===== config.mk =====
export PLATFORM = sky130hd
export DESIGN_NAME = cpu_ctrl_top
export DESIGN_NICKNAME = d
export VERILOG_FILES = /design/src/ctrl_pkg.sv /design/src/ctrl_if.sv /design/src/instr_decoder.sv /design/src/main_fsm.sv /design/src/trap_unit.sv /design/src/retire_counter.sv /design/src/cpu_ctrl_top.sv
export SDC_FILE = /design/constraint.sdc
export NUM_CORES = 1
export LEC_CHECK = 0
export BUFFER_PORTS_ARGS = -buffer_cell sky130_fd_sc_hd__buf_2
export CAP_MARGIN = 10
export CORE_MARGIN = 3
export CORE_UTILIZATION = 51
export DETAILED_ROUTE_END_ITERATION = 6
export GPL_TIMING_DRIVEN = 0
export PLACE_DENSITY_LB_ADDON = 0.12
export RECOVER_POWER = 50
export SETUP_SLACK_MARGIN = 0.4
export SLEW_MARGIN = 20
export SYNTH_ARGS = -nofsm -noshare
export SYNTH_HDL_FRONTEND = slang
export SYNTH_HIERARCHICAL = 1
export SYNTH_SLANG_ARGS = --single-unit
export TNS_END_PERCENT = 10

===== constraint.sdc =====
create_clock -name clk -period 5.4 [get_ports clk]
set_input_delay 0.27 -clock clk [delete_from_list [all_inputs] [get_ports clk]]
set_output_delay 0.27 -clock clk [all_outputs]
set_load 0.005 [all_outputs]

===== src/ctrl_pkg.sv =====
// shared types, opcodes, FSM states and trap cause codes for the control unit
`default_nettype none

package ctrl_pkg;

    typedef enum logic [6:0] {
        OP_LOAD   = 7'b000_0011,
        OP_STORE  = 7'b010_0011,
        OP_RTYPE  = 7'b011_0011,
        OP_ITYPE  = 7'b001_0011,
        OP_BRANCH = 7'b110_0011,
        OP_JAL    = 7'b110_1111,
        OP_JALR   = 7'b110_0111,
        OP_LUI    = 7'b011_0111,
        OP_AUIPC  = 7'b001_0111,
        OP_FENCE  = 7'b000_1111,
        OP_SYSTEM = 7'b111_0011
    } opcode_e;

    typedef enum logic [4:0] {
        S_FETCH, S_DECODE, S_MEM_ADDR, S_MEM_READ, S_MEM_WB, S_MEM_WRITE,
        S_EXEC_R, S_EXEC_I, S_ALU_WB, S_JAL, S_JALR, S_BRANCH, S_LUI, S_AUIPC,
        S_TRAP_0, S_TRAP_1
    } state_e;

    typedef enum logic [3:0] {
        C_LOAD, C_STORE, C_RTYPE, C_ITYPE, C_BRANCH, C_JAL, C_JALR, C_LUI, C_AUIPC,
        C_ECALL, C_EBREAK, C_FENCE, C_ILLEGAL
    } instr_class_e;

    typedef enum logic [2:0] {ALU_ADD, ALU_ARITH, ALU_BRANCH, ALU_LUI, ALU_AUIPC} alu_op_e;
    typedef enum logic [1:0] {SRC_A_PC, SRC_A_OLD_PC, SRC_A_RD1} src_a_e;
    typedef enum logic [1:0] {SRC_B_RD2, SRC_B_IMM, SRC_B_CONST_4} src_b_e;
    typedef enum logic [1:0] {RES_ALUOUT, RES_DATA, RES_ALURESULT} result_src_e;
    typedef enum logic [2:0] {IMM_R, IMM_I, IMM_S, IMM_B, IMM_U, IMM_J} imm_src_e;

    // trap kinds share their numbering with the exception codes
    typedef enum logic [3:0] {
        TK_INSTR_MISALIGN = 4'd0,
        TK_INSTR_FAULT    = 4'd1,
        TK_ILLEGAL        = 4'd2,
        TK_BREAKPOINT     = 4'd3,
        TK_LOAD_MISALIGN  = 4'd4,
        TK_LOAD_FAULT     = 4'd5,
        TK_STORE_MISALIGN = 4'd6,
        TK_STORE_FAULT    = 4'd7,
        TK_ECALL          = 4'd11,
        TK_IRQ            = 4'd15
    } trap_kind_e;

    localparam logic [31:0] CAUSE_INSTR_MISALIGN = 32'd0;
    localparam logic [31:0] CAUSE_INSTR_FAULT    = 32'd1;
    localparam logic [31:0] CAUSE_ILLEGAL        = 32'd2;
    localparam logic [31:0] CAUSE_BREAKPOINT     = 32'd3;
    localparam logic [31:0] CAUSE_LOAD_MISALIGN  = 32'd4;
    localparam logic [31:0] CAUSE_LOAD_FAULT     = 32'd5;
    localparam logic [31:0] CAUSE_STORE_MISALIGN = 32'd6;
    localparam logic [31:0] CAUSE_STORE_FAULT    = 32'd7;
    localparam logic [31:0] CAUSE_ECALL_M        = 32'd11;

    // index i holds the cause of irq line i
    localparam logic [5:0][31:0] CAUSE_IRQ = {
        32'h8000_000B, 32'h8000_0009, 32'h8000_0007,
        32'h8000_0005, 32'h8000_0003, 32'h8000_0001
    };

    typedef struct packed {
        logic [6:0] funct7;
        logic [4:0] rs2;
        logic [4:0] rs1;
        logic [2:0] funct3;
        logic [4:0] rd;
        logic [6:0] opcode;
    } r_view_t;

    typedef struct packed {
        logic [11:0] imm12;
        logic [4:0]  rs1;
        logic [2:0]  funct3;
        logic [4:0]  rd;
        logic [6:0]  opcode;
    } i_view_t;

    typedef union packed {
        r_view_t r;
        i_view_t i;
    } instr_u;

endpackage

`default_nettype wire


===== src/ctrl_if.sv =====
// decode and trap handshake bundles shared by the FSM, decoder and trap unit
`default_nettype none

interface decode_if
    import ctrl_pkg::*;
(
    input logic clk,
    input logic resetn
);
    instr_class_e instr_class;
    imm_src_e     imm_src;
    logic [2:0]   funct3;

    modport decoder (input clk, input resetn, output instr_class, output imm_src, output funct3);
    modport fsm (input instr_class, input imm_src, input funct3);
    modport trap (input instr_class, input funct3);
endinterface

interface trap_if
    import ctrl_pkg::*;
();
    trap_kind_e trap_kind;
    logic       trap_take;
    logic       addr_capture;
    logic       instr_misaligned;
    logic       data_misaligned;
    logic       irq_pending;

    modport fsm (
        output trap_kind, output trap_take, output addr_capture,
        input instr_misaligned, input data_misaligned, input irq_pending
    );
    modport unit (
        input trap_kind, input trap_take, input addr_capture,
        output instr_misaligned, output data_misaligned, output irq_pending
    );
endinterface

`default_nettype wire


===== src/instr_decoder.sv =====
// instruction classifier, picks the class and immediate format of the held instruction
`default_nettype none

module instr_decoder
    import ctrl_pkg::*;
(
    input instr_u     instr,
    decode_if.decoder dec
);

    instr_class_e cls;
    logic         sys_base;

    // ecall and ebreak differ only in rs2
    assign sys_base = (instr.r.funct7 == 7'd0) && (instr.r.rs1 == 5'd0)
                   && (instr.r.funct3 == 3'd0) && (instr.r.rd == 5'd0);

    assign dec.funct3      = instr.i.funct3;
    assign dec.instr_class = cls;

    always_comb begin
        cls = C_ILLEGAL;
        case (instr.r.opcode)
            OP_LOAD:   cls = C_LOAD;
            OP_STORE:  cls = C_STORE;
            OP_RTYPE:  cls = C_RTYPE;
            OP_ITYPE:  cls = C_ITYPE;
            OP_BRANCH: cls = C_BRANCH;
            OP_JAL:    cls = C_JAL;
            OP_JALR:   cls = C_JALR;
            OP_LUI:    cls = C_LUI;
            OP_AUIPC:  cls = C_AUIPC;
            // fence.i is not supported
            OP_FENCE: begin
                if (instr.i.funct3 == 3'b000) cls = C_FENCE;
            end
            OP_SYSTEM: begin
                if (sys_base && instr.r.rs2 == 5'd0) cls = C_ECALL;
                else if (sys_base && instr.r.rs2 == 5'd1) cls = C_EBREAK;
            end
            default: ;
        endcase
    end

    always_comb begin
        case (cls)
            C_RTYPE:        dec.imm_src = IMM_R;
            C_STORE:        dec.imm_src = IMM_S;
            C_BRANCH:       dec.imm_src = IMM_B;
            C_LUI, C_AUIPC: dec.imm_src = IMM_U;
            C_JAL:          dec.imm_src = IMM_J;
            default:        dec.imm_src = IMM_I;
        endcase
    end

    a_class_known: assert property (
        @(posedge dec.clk) disable iff (!dec.resetn) !$isunknown(cls)
    );

endmodule

`default_nettype wire


===== src/main_fsm.sv =====
// multicycle control FSM, sequences fetch, execute, memory access and trap entry
`default_nettype none

module main_fsm
    import ctrl_pkg::*;
(
    input  logic        clk,
    input  logic        resetn,
    input  logic        mem_ready,
    input  logic        access_fault,
    input  logic        branch_taken,
    output logic        mem_valid,
    output logic        mem_write,
    output logic        reg_write,
    output logic        pc_update,
    output logic        branch,
    output logic        adr_src,
    output logic        retired,
    output src_a_e      alu_src_a,
    output src_b_e      alu_src_b,
    output alu_op_e     alu_op,
    output result_src_e result_src,
    output logic        instr_load,
    decode_if.fsm       dec,
    trap_if.fsm         trap
);

    state_e     state;
    state_e     state_nxt;
    state_e     done_state;
    trap_kind_e kind;
    trap_kind_e misalign_kind;
    trap_kind_e fault_kind;
    logic       misaligned;
    logic       access_state;

    always_ff @(posedge clk) begin
        if (!resetn) begin
            state <= S_FETCH;
        end else begin
            state <= state_nxt;
        end
    end

    assign access_state = state inside {S_FETCH, S_MEM_READ, S_MEM_WRITE};

    // per access state: the alignment check, the traps it raises, the state after ready
    always_comb begin
        misaligned    = trap.data_misaligned;
        misalign_kind = TK_LOAD_MISALIGN;
        fault_kind    = TK_LOAD_FAULT;
        done_state    = S_MEM_WB;
        case (state)
            S_FETCH: begin
                misaligned    = trap.instr_misaligned;
                misalign_kind = TK_INSTR_MISALIGN;
                fault_kind    = TK_INSTR_FAULT;
                done_state    = S_DECODE;
            end
            S_MEM_WRITE: begin
                misalign_kind = TK_STORE_MISALIGN;
                fault_kind    = TK_STORE_FAULT;
                done_state    = S_FETCH;
            end
            default: ;
        endcase
    end

    always_comb begin
        state_nxt = S_FETCH;
        kind      = TK_ILLEGAL;
        case (state)
            S_FETCH, S_MEM_READ, S_MEM_WRITE: begin
                if (misaligned) begin
                    state_nxt = S_TRAP_0;
                    kind      = misalign_kind;
                end else if (access_fault) begin
                    state_nxt = S_TRAP_0;
                    kind      = fault_kind;
                end else if (mem_ready) begin
                    state_nxt = done_state;
                end else begin
                    state_nxt = state;
                end
            end
            S_DECODE: begin
                // system traps win over interrupts, interrupts over normal classes
                case (dec.instr_class)
                    C_ILLEGAL: state_nxt = S_TRAP_0;
                    C_ECALL:   state_nxt = S_TRAP_0;
                    C_EBREAK:  state_nxt = S_TRAP_0;
                    default:   state_nxt = trap.irq_pending ? S_TRAP_0 : S_FETCH;
                endcase
                case (dec.instr_class)
                    C_ECALL:  kind = TK_ECALL;
                    C_EBREAK: kind = TK_BREAKPOINT;
                    C_ILLEGAL: kind = TK_ILLEGAL;
                    default:  kind = TK_IRQ;
                endcase
                if (state_nxt != S_TRAP_0) begin
                    case (dec.instr_class)
                        C_LOAD, C_STORE: state_nxt = S_MEM_ADDR;
                        C_RTYPE:         state_nxt = S_EXEC_R;
                        C_ITYPE:         state_nxt = S_EXEC_I;
                        C_BRANCH:        state_nxt = S_BRANCH;
                        C_JAL:           state_nxt = S_JAL;
                        C_JALR:          state_nxt = S_JALR;
                        C_LUI:           state_nxt = S_LUI;
                        C_AUIPC:         state_nxt = S_AUIPC;
                        default:         state_nxt = S_FETCH;
                    endcase
                end
            end
            S_MEM_ADDR: state_nxt = (dec.instr_class == C_LOAD) ? S_MEM_READ : S_MEM_WRITE;
            S_EXEC_R, S_EXEC_I, S_JAL, S_LUI, S_AUIPC: state_nxt = S_ALU_WB;
            S_JALR:   state_nxt = S_JAL;
            S_TRAP_0: state_nxt = S_TRAP_1;
            default:  state_nxt = S_FETCH;
        endcase
    end

    assign trap.trap_kind    = kind;
    assign trap.trap_take    = (state_nxt == S_TRAP_0);
    assign trap.addr_capture = access_state;

    always_comb begin
        mem_valid  = 1'b0;
        mem_write  = 1'b0;
        reg_write  = 1'b0;
        pc_update  = 1'b0;
        branch     = 1'b0;
        adr_src    = 1'b0;
        alu_src_a  = SRC_A_PC;
        alu_src_b  = SRC_B_RD2;
        alu_op     = ALU_ADD;
        result_src = RES_ALUOUT;
        if (access_state) mem_valid = !misaligned;
        case (state)
            S_FETCH: begin
                alu_src_b  = SRC_B_CONST_4;
                result_src = RES_ALURESULT;
                pc_update  = instr_load;
            end
            S_DECODE: begin
                alu_src_a = SRC_A_OLD_PC;
                alu_src_b = SRC_B_IMM;
            end
            S_MEM_ADDR, S_JALR: begin
                alu_src_a = SRC_A_RD1;
                alu_src_b = SRC_B_IMM;
            end
            S_MEM_READ: adr_src = 1'b1;
            S_MEM_WRITE: begin
                adr_src   = 1'b1;
                mem_write = 1'b1;
            end
            S_MEM_WB: begin
                result_src = RES_DATA;
                reg_write  = 1'b1;
            end
            S_EXEC_R: begin
                alu_src_a = SRC_A_RD1;
                alu_op    = ALU_ARITH;
            end
            S_EXEC_I: begin
                alu_src_a = SRC_A_RD1;
                alu_src_b = SRC_B_IMM;
                alu_op    = ALU_ARITH;
            end
            S_ALU_WB: reg_write = 1'b1;
            // target already in ALUOut, link address computed alongside
            S_JAL: begin
                alu_src_a = SRC_A_OLD_PC;
                alu_src_b = SRC_B_CONST_4;
                pc_update = 1'b1;
            end
            S_BRANCH: begin
                alu_src_a = SRC_A_RD1;
                alu_op    = ALU_BRANCH;
                branch    = 1'b1;
                mem_valid = branch_taken;
            end
            S_LUI: begin
                alu_src_b = SRC_B_IMM;
                alu_op    = ALU_LUI;
            end
            S_AUIPC: begin
                alu_src_a = SRC_A_OLD_PC;
                alu_src_b = SRC_B_IMM;
                alu_op    = ALU_AUIPC;
            end
            S_TRAP_1: pc_update = 1'b1;
            default: ;
        endcase
    end

    assign instr_load = (state == S_FETCH) && mem_valid && mem_ready && !access_fault;

    assign retired = (state inside {S_ALU_WB, S_MEM_WB, S_BRANCH})
                  || (state == S_MEM_WRITE && mem_valid && mem_ready && !access_fault)
                  || (state == S_DECODE && dec.instr_class == C_FENCE && !trap.irq_pending);

    a_no_write_clash: assert property (
        @(posedge clk) disable iff (!resetn) !(mem_write && reg_write)
    );

    a_trap_no_mem: assert property (
        @(posedge clk) disable iff (!resetn) state inside {S_TRAP_0, S_TRAP_1} |-> !mem_valid
    );

endmodule

`default_nettype wire


===== src/trap_unit.sv =====
// alignment checks, fault address capture, interrupt priority and cause/badaddr reporting
`default_nettype none

module trap_unit
    import ctrl_pkg::*;
#(
    parameter int XLEN = 32
) (
    input  logic            clk,
    input  logic            resetn,
    input  logic [XLEN-1:0] mem_addr,
    input  instr_u          instr,
    input  logic [5:0]      irq,
    output logic            exception_event,
    output logic [XLEN-1:0] cause,
    output logic [XLEN-1:0] badaddr,
    decode_if.trap          dec,
    trap_if.unit            trap
);

    logic [XLEN-1:0] trap_addr;
    logic [XLEN-1:0] irq_cause;
    logic [XLEN-1:0] irq_cause_q;
    trap_kind_e      kind_q;
    logic            size_misaligned;

    assign trap.instr_misaligned = mem_addr[1:0] != 2'b00;
    assign trap.irq_pending      = |irq;

    // funct3[1:0] gives the access size: byte, half, word
    always_comb begin
        case (dec.funct3[1:0])
            2'b00:   size_misaligned = 1'b0;
            2'b01:   size_misaligned = mem_addr[0];
            default: size_misaligned = mem_addr[1:0] != 2'b00;
        endcase
    end

    assign trap.data_misaligned = (dec.instr_class inside {C_LOAD, C_STORE}) && size_misaligned;

    // lowest index wins
    always_comb begin
        irq_cause = '0;
        for (int i = 5; i >= 0; i--) begin
            if (irq[i]) irq_cause = XLEN'(CAUSE_IRQ[i]);
        end
    end

    always_ff @(posedge clk) begin
        if (!resetn) begin
            exception_event <= 1'b0;
        end else begin
            exception_event <= trap.trap_take;
        end
    end

    always_ff @(posedge clk) begin
        if (trap.addr_capture) trap_addr <= mem_addr;
        if (trap.trap_take) begin
            kind_q      <= trap.trap_kind;
            irq_cause_q <= irq_cause;
        end
    end

    always_comb begin
        case (kind_q)
            TK_INSTR_MISALIGN: cause = XLEN'(CAUSE_INSTR_MISALIGN);
            TK_INSTR_FAULT:    cause = XLEN'(CAUSE_INSTR_FAULT);
            TK_ILLEGAL:        cause = XLEN'(CAUSE_ILLEGAL);
            TK_BREAKPOINT:     cause = XLEN'(CAUSE_BREAKPOINT);
            TK_LOAD_MISALIGN:  cause = XLEN'(CAUSE_LOAD_MISALIGN);
            TK_LOAD_FAULT:     cause = XLEN'(CAUSE_LOAD_FAULT);
            TK_STORE_MISALIGN: cause = XLEN'(CAUSE_STORE_MISALIGN);
            TK_STORE_FAULT:    cause = XLEN'(CAUSE_STORE_FAULT);
            TK_ECALL:          cause = XLEN'(CAUSE_ECALL_M);
            TK_IRQ:            cause = irq_cause_q;
            default:           cause = '0;
        endcase
        badaddr = '0;
        if (kind_q == TK_ILLEGAL) badaddr = XLEN'(instr.r.opcode);
        else if (kind_q inside {TK_INSTR_MISALIGN, TK_INSTR_FAULT, TK_LOAD_MISALIGN,
                                TK_LOAD_FAULT, TK_STORE_MISALIGN, TK_STORE_FAULT}) begin
            badaddr = trap_addr;
        end
    end

endmodule

`default_nettype wire


===== src/retire_counter.sv =====
// wrapping count of retired instructions, one step per retire pulse
`default_nettype none

module retire_counter #(
    parameter int RETIRE_W = 16
) (
    input  logic                clk,
    input  logic                resetn,
    input  logic                retired,
    output logic [RETIRE_W-1:0] retire_count
);

    always_ff @(posedge clk) begin
        if (!resetn) begin
            retire_count <= '0;
        end else if (retired) begin
            retire_count <= retire_count + 1'b1;
        end
    end

endmodule

`default_nettype wire


===== src/cpu_ctrl_top.sv =====
// control unit top level, holds the instruction register and joins decoder, FSM and traps
`default_nettype none

module cpu_ctrl_top
    import ctrl_pkg::*;
#(
    parameter int XLEN     = 32,
    parameter int RETIRE_W = 16
) (
    input  logic                clk,
    input  logic                resetn,
    input  logic [31:0]         instr_word,
    input  logic                mem_ready,
    input  logic [XLEN-1:0]     mem_addr,
    input  logic                access_fault,
    input  logic                branch_taken,
    input  logic [5:0]          irq,
    output logic                mem_valid,
    output logic                mem_write,
    output logic                reg_write,
    output logic                pc_update,
    output logic                branch,
    output logic                adr_src,
    output logic                retired,
    output src_a_e              alu_src_a,
    output src_b_e              alu_src_b,
    output alu_op_e             alu_op,
    output result_src_e         result_src,
    output logic                exception_event,
    output logic [XLEN-1:0]     cause,
    output logic [XLEN-1:0]     badaddr,
    output logic [RETIRE_W-1:0] retire_count
);

    instr_u instr_q;
    logic   instr_load;

    decode_if u_decode_if (.clk(clk), .resetn(resetn));
    trap_if   u_trap_if ();

    // loaded on the fetch edge, held until the next fetch completes
    always_ff @(posedge clk) begin
        if (instr_load) instr_q <= instr_word;
    end

    instr_decoder u_instr_decoder (
        .instr (instr_q),
        .dec   (u_decode_if.decoder)
    );

    main_fsm u_main_fsm (
        .clk          (clk),
        .resetn       (resetn),
        .mem_ready    (mem_ready),
        .access_fault (access_fault),
        .branch_taken (branch_taken),
        .mem_valid    (mem_valid),
        .mem_write    (mem_write),
        .reg_write    (reg_write),
        .pc_update    (pc_update),
        .branch       (branch),
        .adr_src      (adr_src),
        .retired      (retired),
        .alu_src_a    (alu_src_a),
        .alu_src_b    (alu_src_b),
        .alu_op       (alu_op),
        .result_src   (result_src),
        .instr_load   (instr_load),
        .dec          (u_decode_if.fsm),
        .trap         (u_trap_if.fsm)
    );

    trap_unit #(.XLEN(XLEN)) u_trap_unit (
        .clk             (clk),
        .resetn          (resetn),
        .mem_addr        (mem_addr),
        .instr           (instr_q),
        .irq             (irq),
        .exception_event (exception_event),
        .cause           (cause),
        .badaddr         (badaddr),
        .dec             (u_decode_if.trap),
        .trap            (u_trap_if.unit)
    );

    retire_counter #(.RETIRE_W(RETIRE_W)) u_retire_counter (
        .clk          (clk),
        .resetn       (resetn),
        .retired      (retired),
        .retire_count (retire_count)
    );

endmodule

`default_nettype wire


Word-level counts from Yosys, hierarchy flattened:

Memory sizes are Yosys's and may differ from the RTL's.
Index checks and enable logic that the tools add are counted.

* bits in read-only memories: 64
* bits of input ports: 75
* logic and storage cells: 145
* bits in registers: 122
* memories: 1

Memory list
* (no name shown): words 16, bits a word 4, rd ports 1, clocked after memory_dff 0, wr ports 0, RTL line main_fsm.sv:101 `case (dec.instr_class)`

* add/sub/neg operators: 1
* reduce and logical (&&, ||, !) cells: 48
* multiplexer cells: 41
* equal/unequal tests: 44

Operator list (number)
* 32-bit one-hot mux with 9 select lines: 1
* 32-bit 2-to-1 mux: 3
* 5-bit by 4-bit equality test with 1-bit output, second input constant: 9
* 4-bit one-hot mux with 11 select lines: 1
* 5-bit 2-to-1 mux: 6
* 5-bit one-hot mux with 6 select lines: 1
* 7-bit equality test, second input constant: 4
* 4-bit equality test, second input constant: 6
* 7-bit by 6-bit equality test with 1-bit output, second input constant: 3
* 5-bit by 3-bit equality test with 1-bit output, second input constant: 4
* 5-bit logical NOT: 4
* 3-bit 2-to-1 mux: 6
* 3-bit one-hot mux with 2 select lines: 3
* 16-bit by 1-bit adder with 16-bit output, second input constant: 1
* 4-bit by 3-bit equality test with 1-bit output, second input constant: 4
* 4-bit 2-to-1 mux: 4
* 5-bit OR reduction: 3
* 7-bit by 5-bit equality test with 1-bit output, second input constant: 2
* 1-bit logical AND: 14
* 2-bit one-hot mux with 2 select lines: 3
* 3-bit one-hot mux with 4 select lines: 1
* 4-bit one-hot mux with 3 select lines: 1
* 2-bit OR reduction: 6
* 6-bit OR reduction: 2
* other kinds (23): 42

Logic depth before layout (Yosys ltp):

Gate-level depths: netlist of the first run.

* word-level depth: 20
* mapped depth: 14
* mapped depth without buffers: 13

By module:

Netlist of the first run, hierarchy kept.

By module, submodules not included
* trap_unit: instances 1, area an instance 1864.3 um^2, cells each 134, seq. area each 1221.2 um^2
* cpu_ctrl_top: instances 1, area an instance 960.9 um^2, cells each 32, seq. area each 960.9 um^2
* main_fsm: instances 1, area an instance 888.4 um^2, cells each 135, seq. area each 100.1 um^2
* retire_counter: instances 1, area an instance 744.5 um^2, cells each 83, seq. area each 320.3 um^2
* instr_decoder: instances 1, area an instance 484.2 um^2, cells each 68, seq. area each 0.0 um^2

Least setup slack after synthesis of the first run:

No wires, ideal clock.

* kind: register to register
* from: reg instr_q[13] in the netlist's numbering
* to: reg instr_q[0] in the netlist's numbering, enable pin
* period minus slack after synthesis: 4446 ps
* buffers on the path: 0
* stages on the path, launching flop included: 10
* slack: 954 ps
* required time: 4939 ps
* data arrival time: 3985 ps
* cells stage by stage: edfxtp_1 -> or3_1 -> nand3b_4 -> nor3_2 -> a21o_1 -> a2111oi_0 -> o21ai_2 -> a32o_2 -> nand3_1 -> nor3_1

* longest elaborated chain between the ends: 17
* elaborated cells between the ends (all ways): 23
* classes of those cells: eq/ne: 2; mux: 8; reduce/logical: 13

RTL lines
* start: declaration: RTL line cpu_ctrl_top.sv:35 `instr_u instr_q;`
* start signal: assignment: RTL line cpu_ctrl_top.sv:43 `if (instr_load) instr_q <= instr_word;`
* 3-bit logical NOT *: RTL line instr_decoder.sv:16, instr_decoder.sv:35
* 1-bit logical AND (2 in series): RTL line instr_decoder.sv:16 `&& (instr.r.funct3 == 3'd0) && (instr.r.rd == 5'd0);`
* 1-bit logical AND: RTL line instr_decoder.sv:39 `else if (sys_base && instr.r.rs2 == 5'd1) cls = C_EBREAK;`
* 3-bit 2-to-1 mux: RTL line instr_decoder.sv:39
* 4-bit 2-to-1 mux: RTL line instr_decoder.sv:38 `if (sys_base && instr.r.rs2 == 5'd0) cls = C_ECALL;`
* 4-bit one-hot mux with 11 select lines *: RTL line instr_decoder.sv:23 `case (instr.r.opcode)`
* via u_decode_if.instr_class[1]: RTL line ctrl_if.sv:10 `instr_class_e instr_class;`
* 4-bit by 1-bit equality test with 1-bit output / 4-bit logical NOT (equally long branches): RTL line trap_unit.sv:39 `assign trap.data_misaligned = (dec.instr_class inside {C_LOAD, C_STORE}) && size_misaligned;`
* (+2 left out)
* via u_trap_if.data_misaligned: RTL line ctrl_if.sv:26 `logic data_misaligned;`
* 1-bit 2-to-1 mux *: RTL line main_fsm.sv:53 `case (state)`
* 1-bit logical NOT *: RTL line main_fsm.sv:137 `if (access_state) mem_valid = !misaligned;`
* 1-bit 2-to-1 mux *: RTL line main_fsm.sv:137
* 1-bit 2-to-1 mux *: RTL line main_fsm.sv:138 `case (state)`
* via mem_valid: RTL line cpu_ctrl_top.sv:18 `output logic mem_valid,`
* 1-bit logical AND * (3 in series): RTL line main_fsm.sv:197 `assign instr_load = (state == S_FETCH) && mem_valid && mem_ready && !access_fault;`
* via instr_load: RTL line cpu_ctrl_top.sv:36 `logic instr_load;`

Mark *: on every way through the listed nets, which the timed path passes. The rest lies on a longest branch.
A chain may end at the register's enable or synchronous reset.

Worst setup path in the final report of the first run:

* from: reg u_main_fsm.state[1]
* to: reg u_retire_counter.retire_count[13]

* elaborated cells between the ends (all ways): 20
* classes of those cells: eq/ne: 6; mux: 3; reduce/logical: 11

RTL lines
* start: declaration: RTL line main_fsm.sv:28 `state_e state;`
* start signal: assignment: RTL line main_fsm.sv:41 `state <= state_nxt;`
* 5-bit by 2-bit equality test with 1-bit output (tied with other cells): RTL line main_fsm.sv:45 `assign access_state = state inside {S_FETCH, S_MEM_READ, S_MEM_WRITE};`
* 3-bit nonzero test *: RTL line main_fsm.sv:45
* via u_trap_if.addr_capture: RTL line ctrl_if.sv:24 `logic addr_capture;`
* 1-bit 2-to-1 mux *: RTL line main_fsm.sv:137
* 1-bit 2-to-1 mux *: RTL line main_fsm.sv:138
* 1-bit logical AND * (3 in series): RTL line main_fsm.sv:200 `|| (state == S_MEM_WRITE && mem_valid && mem_ready && !access_fault)`
* 1-bit logical OR *: RTL line main_fsm.sv:200
* 1-bit logical OR *: RTL line main_fsm.sv:201 `|| (state == S_DECODE && dec.instr_class == C_FENCE && !trap.irq_pending);`
* end signal: assignment: RTL line retire_counter.sv:17 `retire_count <= retire_count + 1'b1;`
* end: declaration: RTL line retire_counter.sv:10 `output logic [RETIRE_W-1:0] retire_count`

Marks and branches as above.

==> results.sh, run 1 <==
export IMPL_dr_total_vias=3852
export IMPL_hpwl_um=8180
export IMPL_pin_count=172
export IMPL_cts_buffer_depth=2
export IMPL_place_ws_ns=1.42
export IMPL_crit_slowest_cell="o311ai_2"
export IMPL_p_leak_nw=2.51
export IMPL_ir_worst_vdd_v=0.000152
export IMPL_final_nets=697
export IMPL_grt_overflow_total=0
export IMPL_skew_ns=0.0190
export IMPL_first_pass_iters=4
export IMPL_r2r_start="u_main_fsm/state[1]$_SDFF_PN0_"
export IMPL_cts_resized=0
export IMPL_critPathLaunchType="flop"
export IMPL_cts_made_buffers=9
export IMPL_period_needed_ns=4.02
export IMPL_worst_path_buf_inv=1
export IMPL_cts_num_sinks=94
export IMPL_powerDensity_nw_per_um2=242
export IMPL_antenna_left=0
export IMPL_maxSlewViolCount=0
export IMPL_cp_startpoint="u_main_fsm/state[1]$_SDFF_PN0_"
export IMPL_hold_viol=0
export IMPL_path_class="flop to flop"
export IMPL_diodes=0
export IMPL_endpoint_kind="flop"
export IMPL_synthToLayoutAreaGrowth_pct=24.2
export IMPL_relSlewSlack_pct=47.8
export IMPL_grt_pass1_wl_um=16000
export IMPL_hp_start="mem_addr[20]"
export IMPL_finalPower_mw=1.45
export IMPL_wirelength_um=10600
export IMPL_worstPathCellList="or3_1 -> o32a_1 -> inv_2 -> a32o_2 -> nand3_1 -> o311ai_2 -> nand4_4 -> nor4_4 -> or3b_1 -> a21oi_1"
export IMPL_fp_coreArea_um2=8980
export IMPL_port_buffer_count=144
export IMPL_post_drt_via_cell_ratio=5.12
export IMPL_crit_family="simple AND/OR/NAND/NOR gates"
export IMPL_r2r_slack_ns=1.38
export IMPL_htreeDepth=3
export IMPL_max_freq_mhz=249
export IMPL_p_int_mw=1.10
export IMPL_seq_power_share_pct=56.5
export IMPL_dr_first_iter_drc_count=258
export IMPL_wire_per_inst_um=14.1
export IMPL_multiInputGateArea_um2=1930
export IMPL_fin_ws_ns=1.38
export IMPL_grt_setup_unrepaired="false"
export IMPL_cp_data_arrival_time_ns=4.31
export IMPL_pwr_share_clk_pct=32.9
export IMPL_track_usage_pct=19.2
export IMPL_hold_slack_ns=0.0735
export IMPL_worst_slew_pin_slew_ns=0.782
export IMPL_cts_root_buffer="clkbuf_8"
export IMPL_finalWeightedCongestion=0.901
export IMPL_cpPeakStageDelay_ns=0.69
export IMPL_start_util_pct=53.9
export IMPL_grt_max_degree=36
export IMPL_power_switching_uw=347
export IMPL_crit_fanout=35
export IMPL_dieArea_um2=10700
export IMPL_status="finished, final reports clean"
export IMPL_setup_viol_count_final=0
export IMPL_clkSlewWorstSetupHoldPaths_ns=0.10
export IMPL_switching_share_pct=23.9
export IMPL_hold_class="primary input to flop"
export IMPL_synth_cells=437
export IMPL_hold_buffers=0
export IMPL_yosysWarnings=6
export IMPL_avgSynthCellArea_um2=11.1
export IMPL_netlist_area_um2=4840
export IMPL_cts_tree="yes"
export IMPL_post_cts_buffers=0
export IMPL_row_count=34
export IMPL_die_x_um=103
export IMPL_cap_viol_max_count=0
export IMPL_regArea_um2=2600
export IMPL_grt_antenna_before_repair=0
export IMPL_drive_gt1_share_pct=32.4
export IMPL_grt_pass1_vias=3468
export IMPL_cp_data_required_time_ns=5.70
export IMPL_drc=0
export IMPL_pwr_share_comb_pct=10.6
export IMPL_die_h_um=103
export IMPL_clkLatencyLatePin_ns=0.36
export IMPL_final_fill_count=745
export IMPL_timing_final_crit_share_pct=74.4
## metrics by stage
step	area, um2	cells	TNS [ns]	utilization (%)
after global routing	6010	752	0	66.9
after CTS	6070	752	0	67.6
after detailed placement	5870	736	0	65.3
final	6010	752	0	66.9
after global placement	5810	733	-2.87	64.8
after floorplan	4940	463	0	-
## layout make-up
class,instances,area share (%)
multi-input combinational,302,32.2
sequential,94,43.3
inverter,17,1.06
clock buffer,10,2.12
buffer,50,5.46
tap,126,2.62
clock inverter,6,1.29
timing repair buffer,147,12.0
## worst register-to-register path, stage by stage (launching register included)
cell	delay [ns]
dfxtp_1	0.41
or3_1	0.42
o32a_1	0.23
inv_2	0.55
a32o_2	0.34
nand3_1	0.16
o311ai_2	0.69
nand4_4	0.31
nor4_4	0.35
or3b_1	0.37
a21oi_1	0.14
## registers in the layout, indices dropped and copies added, names as in the netlist
| signal | count |
|---|---|
| u_main_fsm/state | 5 |
| u_trap_unit/irq_cause_q | 4 |
| u_trap_unit/exception_event | 1 |
| u_trap_unit/trap_addr | 32 |
| u_trap_unit/kind_q | 4 |
| u_retire_counter/retire_count | 16 |
| instr_q | 32 |
## layout by cell type, fill, tap and decap left out, types with 8 or more instances in the layout
cell type	instances
a21oi_1	17
buf_2	128
conb_1	28
inv_1	15
nand2_1	25
and2_0	13
nor4_1	10
xor2_1	9
edfxtp_1	72
dfxtp_1	22
buf_4	31
a22o_1	8
clkbuf_8	9
and2_1	15
o21ai_0	8
nand3_1	13
nor2b_1	10
clkbuf_1	32
nor2_1	35
## layer usage
layer / wire length (um) / part of all wire [%] / up-vias / track usage (%)
met5: 0 / 0 / - / 0
met4: 294 / 2.8 / 0 / 8.17
met3: 742 / 7.0 / 24 / 3.49
met2: 5100 / 48 / 168 / 32.2
met1: 4440 / 42 / 1765 / 24.5
li1: - / - / 1895 / -
## final timing paths
path                                                         end  cells past startpoint
hold / removal               u_trap_unit/trap_addr[20]$_DFFE_PP_                      1
setup / recovery  u_retire_counter/retire_count[13]$_SDFFE_PN0P_                     10
setup reg to reg  u_retire_counter/retire_count[13]$_SDFFE_PN0P_                     10
hold reg to reg   u_retire_counter/retire_count[15]$_SDFFE_PN0P_                      2
## power groups by stage
stage / Sequential (mW) / Combinational [mW] / Clock (mW)
after floorplan: 0.833 / 0.0896 / 0
after global placement: 0.835 / 0.150 / 0
after detailed placement: 0.836 / 0.155 / 0
after CTS: 0.819 / 0.155 / 0.492
after global routing: 0.822 / 0.171 / 0.520
final: 0.819 / 0.154 / 0.478
Power figures use the tool's default switching activity.
==> run 2: changes to the inputs <==
ABC_AREA = 1   (was unset)
CORE_UTILIZATION = 46   (was 51)
clock period = 3.6 ns   (was 5.4 ns; I/O delays follow)
==> run 2 against run 1 <==
Against the previous run: combinational power grew 140%; sequential share of layout area shrank 5.7 points; maximum frequency rose by 30%; power is 55% higher; critical path depth fell by 3; routed wire length rose by 15%; via count grew 17%; largest cell class unchanged; count of clock-buffer cells in the layout did not move; register-to-register slack worse by 0.88 ns.
==> results.sh, run 2 <==
export IMPL_mostFrequentLayoutCells="buf_2 (127), nand2_1 (115), inv_1 (92)"
export IMPL_first_pass_iters=5
export IMPL_place_ws_ns=0.427
export IMPL_period_needed_ns=3.09
export IMPL_row_count=37
export IMPL_relSlewSlack_pct=41.6
export IMPL_avgSynthCellArea_um2=8.65
export IMPL_post_drt_via_cell_ratio=4.60
export IMPL_crit_fanout=36
export IMPL_max_freq_mhz=323
export IMPL_seq_power_share_pct=56.7
export IMPL_grt_max_degree=37
export IMPL_htreeDepth=3
export IMPL_critPathLaunchType="flop"
export IMPL_synthToLayoutAreaGrowth_pct=36.6
export IMPL_pwr_share_comb_pct=16.6
export IMPL_hpwl_um=8800
export IMPL_worstPathCellList="nor2_4 -> nand3_1 -> nand3_4 -> nand2_2 -> nand2_2 -> nand3_4 -> nor2_4"
export IMPL_reg2regPathDepth=7
export IMPL_cts_tree="yes"
export IMPL_yosysWarnings=6
export IMPL_pwr_share_clk_pct=26.7
export IMPL_pin_count=172
export IMPL_netlist_area_um2=5060
export IMPL_finalWeightedCongestion=0.869
export IMPL_grt_setup_unrepaired="true"
export IMPL_diodes=0
export IMPL_hp_start="resetn"
export IMPL_finalPower_mw=2.25
export IMPL_cts_made_buffers=9
export IMPL_wirelength_um=12200
export IMPL_hold_class="primary input to flop"
export IMPL_cpPeakStageDelay_ns=0.68
export IMPL_crit_family="simple AND/OR/NAND/NOR gates"
export IMPL_fin_ws_ns=0.507
export IMPL_cp_data_required_time_ns=3.58
export IMPL_synth_cells=585
export IMPL_final_nets=912
export IMPL_cp_data_arrival_time_ns=3.07
export IMPL_fp_coreArea_um2=10500
export IMPL_grt_overflow_total=0
export IMPL_dieArea_um2=12300
export IMPL_clkLatencyLatePin_ns=0.35
export IMPL_powerDensity_nw_per_um2=326
export IMPL_worst_path_buf_inv=0
export IMPL_setup_viol_count_final=0
export IMPL_dr_first_iter_drc_count=180
export IMPL_dp_cells=891
export IMPL_grt_pass1_vias=4231
export IMPL_path_class="flop to flop"
export IMPL_cts_buffer_depth=2
export IMPL_worst_slew_pin_slew_ns=0.874
export IMPL_skew_ns=0.00876
export IMPL_cap_viol_max_count=0
export IMPL_crit_slowest_cell="nor2_4"
export IMPL_timing_final_crit_share_pct=85.9
export IMPL_final_fill_count=895
export IMPL_dr_total_vias=4490
export IMPL_regToRegEndpoint="instr_q[0]$_DFFE_PP_"
export IMPL_p_int_mw=1.66
export IMPL_drc=0
export IMPL_cts_root_buffer="clkbuf_8"
export IMPL_r2r_start="u_main_fsm/state[2]$_SDFF_PN0_"
export IMPL_drive_gt1_share_pct=29.6
export IMPL_status="finished, final reports clean"
export IMPL_r2r_slack_ns=0.51
export IMPL_top_regs="instr_q x32, u_trap_unit/trap_addr x32, u_retire_counter/retire_count x16"
export IMPL_track_usage_pct=19.3
export IMPL_hold_end="u_trap_unit/exception_event$_SDFF_PN0_"
export IMPL_grt_antenna_before_repair=0
export IMPL_min_path_cells=3
export IMPL_die_x_um=111
export IMPL_switching_share_pct=26.3
export IMPL_maxSlewViolCount=0
export IMPL_hold_viol=0
export IMPL_die_h_um=111
export IMPL_antenna_left=0
export IMPL_clkSlewWorstSetupHoldPaths_ns=0.09
export IMPL_cts_num_sinks=94
export IMPL_layout_commonest_cell="buf_2"
export IMPL_grt_pass1_wl_um=19500
export IMPL_power_switching_uw=592
export IMPL_start_util_pct=48.1
export IMPL_final_cell_count_no_fill=977
export IMPL_port_buffer_count=144
export IMPL_wire_per_inst_um=12.5
export IMPL_endpoint_kind="flop"
export IMPL_ir_worst_vdd_v=0.000234
export IMPL_p_leak_nw=3.29
export IMPL_tns_ns=0
==> run 2: final cells by class <==
class / instances / area, um2 / area share, %
sequential: 94 / 2600 / 37.7
tap: 136 / 170 / 2.46
multi-input combinational: 385 / 1950 / 28.2
buffer: 33 / 264 / 3.82
clock inverter: 6 / 38.8 / 0.561
clock buffer: 10 / 128 / 1.85
timing repair buffer: 214 / 1380 / 20.0
inverter: 99 / 373 / 5.40
==> run 2: worst max-delay path by stage <==
stage | start | endpoint | slack, ns | cells after the start
after floorplan | instr_q[6]$_DFFE_PP_ | instr_q[0]$_DFFE_PP_ | 0.67 | 15
final | u_main_fsm/state[2]$_SDFF_PN0_ | instr_q[0]$_DFFE_PP_ | 0.51 | 7
after global routing | u_main_fsm/state[2]$_SDFF_PN0_ | instr_q[5]$_DFFE_PP_ | 0.26 | 7
after CTS | instr_q[3]$_DFFE_PP_ | u_retire_counter/retire_count[13]$_SDFFE_PN0P_ | 0.53 | 23
after detailed placement | instr_q[3]$_DFFE_PP_ | u_trap_unit/irq_cause_q[1]$_SDFFCE_PP0P_ | 0.43 | 19
after global placement | instr_q[6]$_DFFE_PP_ | instr_q[2]$_DFFE_PP_ | 0.22 | 15
==> run 2: power groups by stage <==
stage          clock network, mW  registers (mW)  logic [mW]
6_report                   0.602            1.28       0.373
5_1_grt                    0.670            1.28       0.415
4_1_cts                    0.626            1.28       0.368
3_5_place_dp                   0            1.30       0.313
3_3_place_gp                   0            1.30       0.308
2_1_floorplan                  0            1.29       0.202
==> run 2: worst register-to-register path, cell delays in order, from the launching register on <==
cell     delay (ns)
dfxtp_1        0.43
nor2_4         0.23
nand3_1        0.38
nand3_4        0.55
nand2_2        0.19
nand2_2        0.14
nand3_4        0.11
nor2_4         0.68
==> run 2: metrics by stage <==
stage	util, %	cell area (um2)	hold slack [ns]
6_report	65.7	6910	0.101
5_1_grt	65.7	6910	0.0984
4_1_cts	65.1	6840	0.00440
3_5_place_dp	57.6	6050	0.358
3_3_place_gp	57.6	6050	0.356
2_1_floorplan	-	5160	0.278
==> run 2: per-layer routing <==
layer,vias up,track usage (%),routed length [um]
met5,-,0,0
met4,0,7.06,137
met1,2018,25.3,5370
met2,156,31.8,5920
met3,10,3.88,784
li1,2306,-,-
==> run 2: repair_timing <==
item,4_1_cts,5_1_grt
buffers inserted,0,7
endpoints found under the hold margin,62,1
gates resized for setup,1,18
gates cloned,0,0
pin swaps,0,13
hold buffers,62,1
setup endpoints to repair,7,58
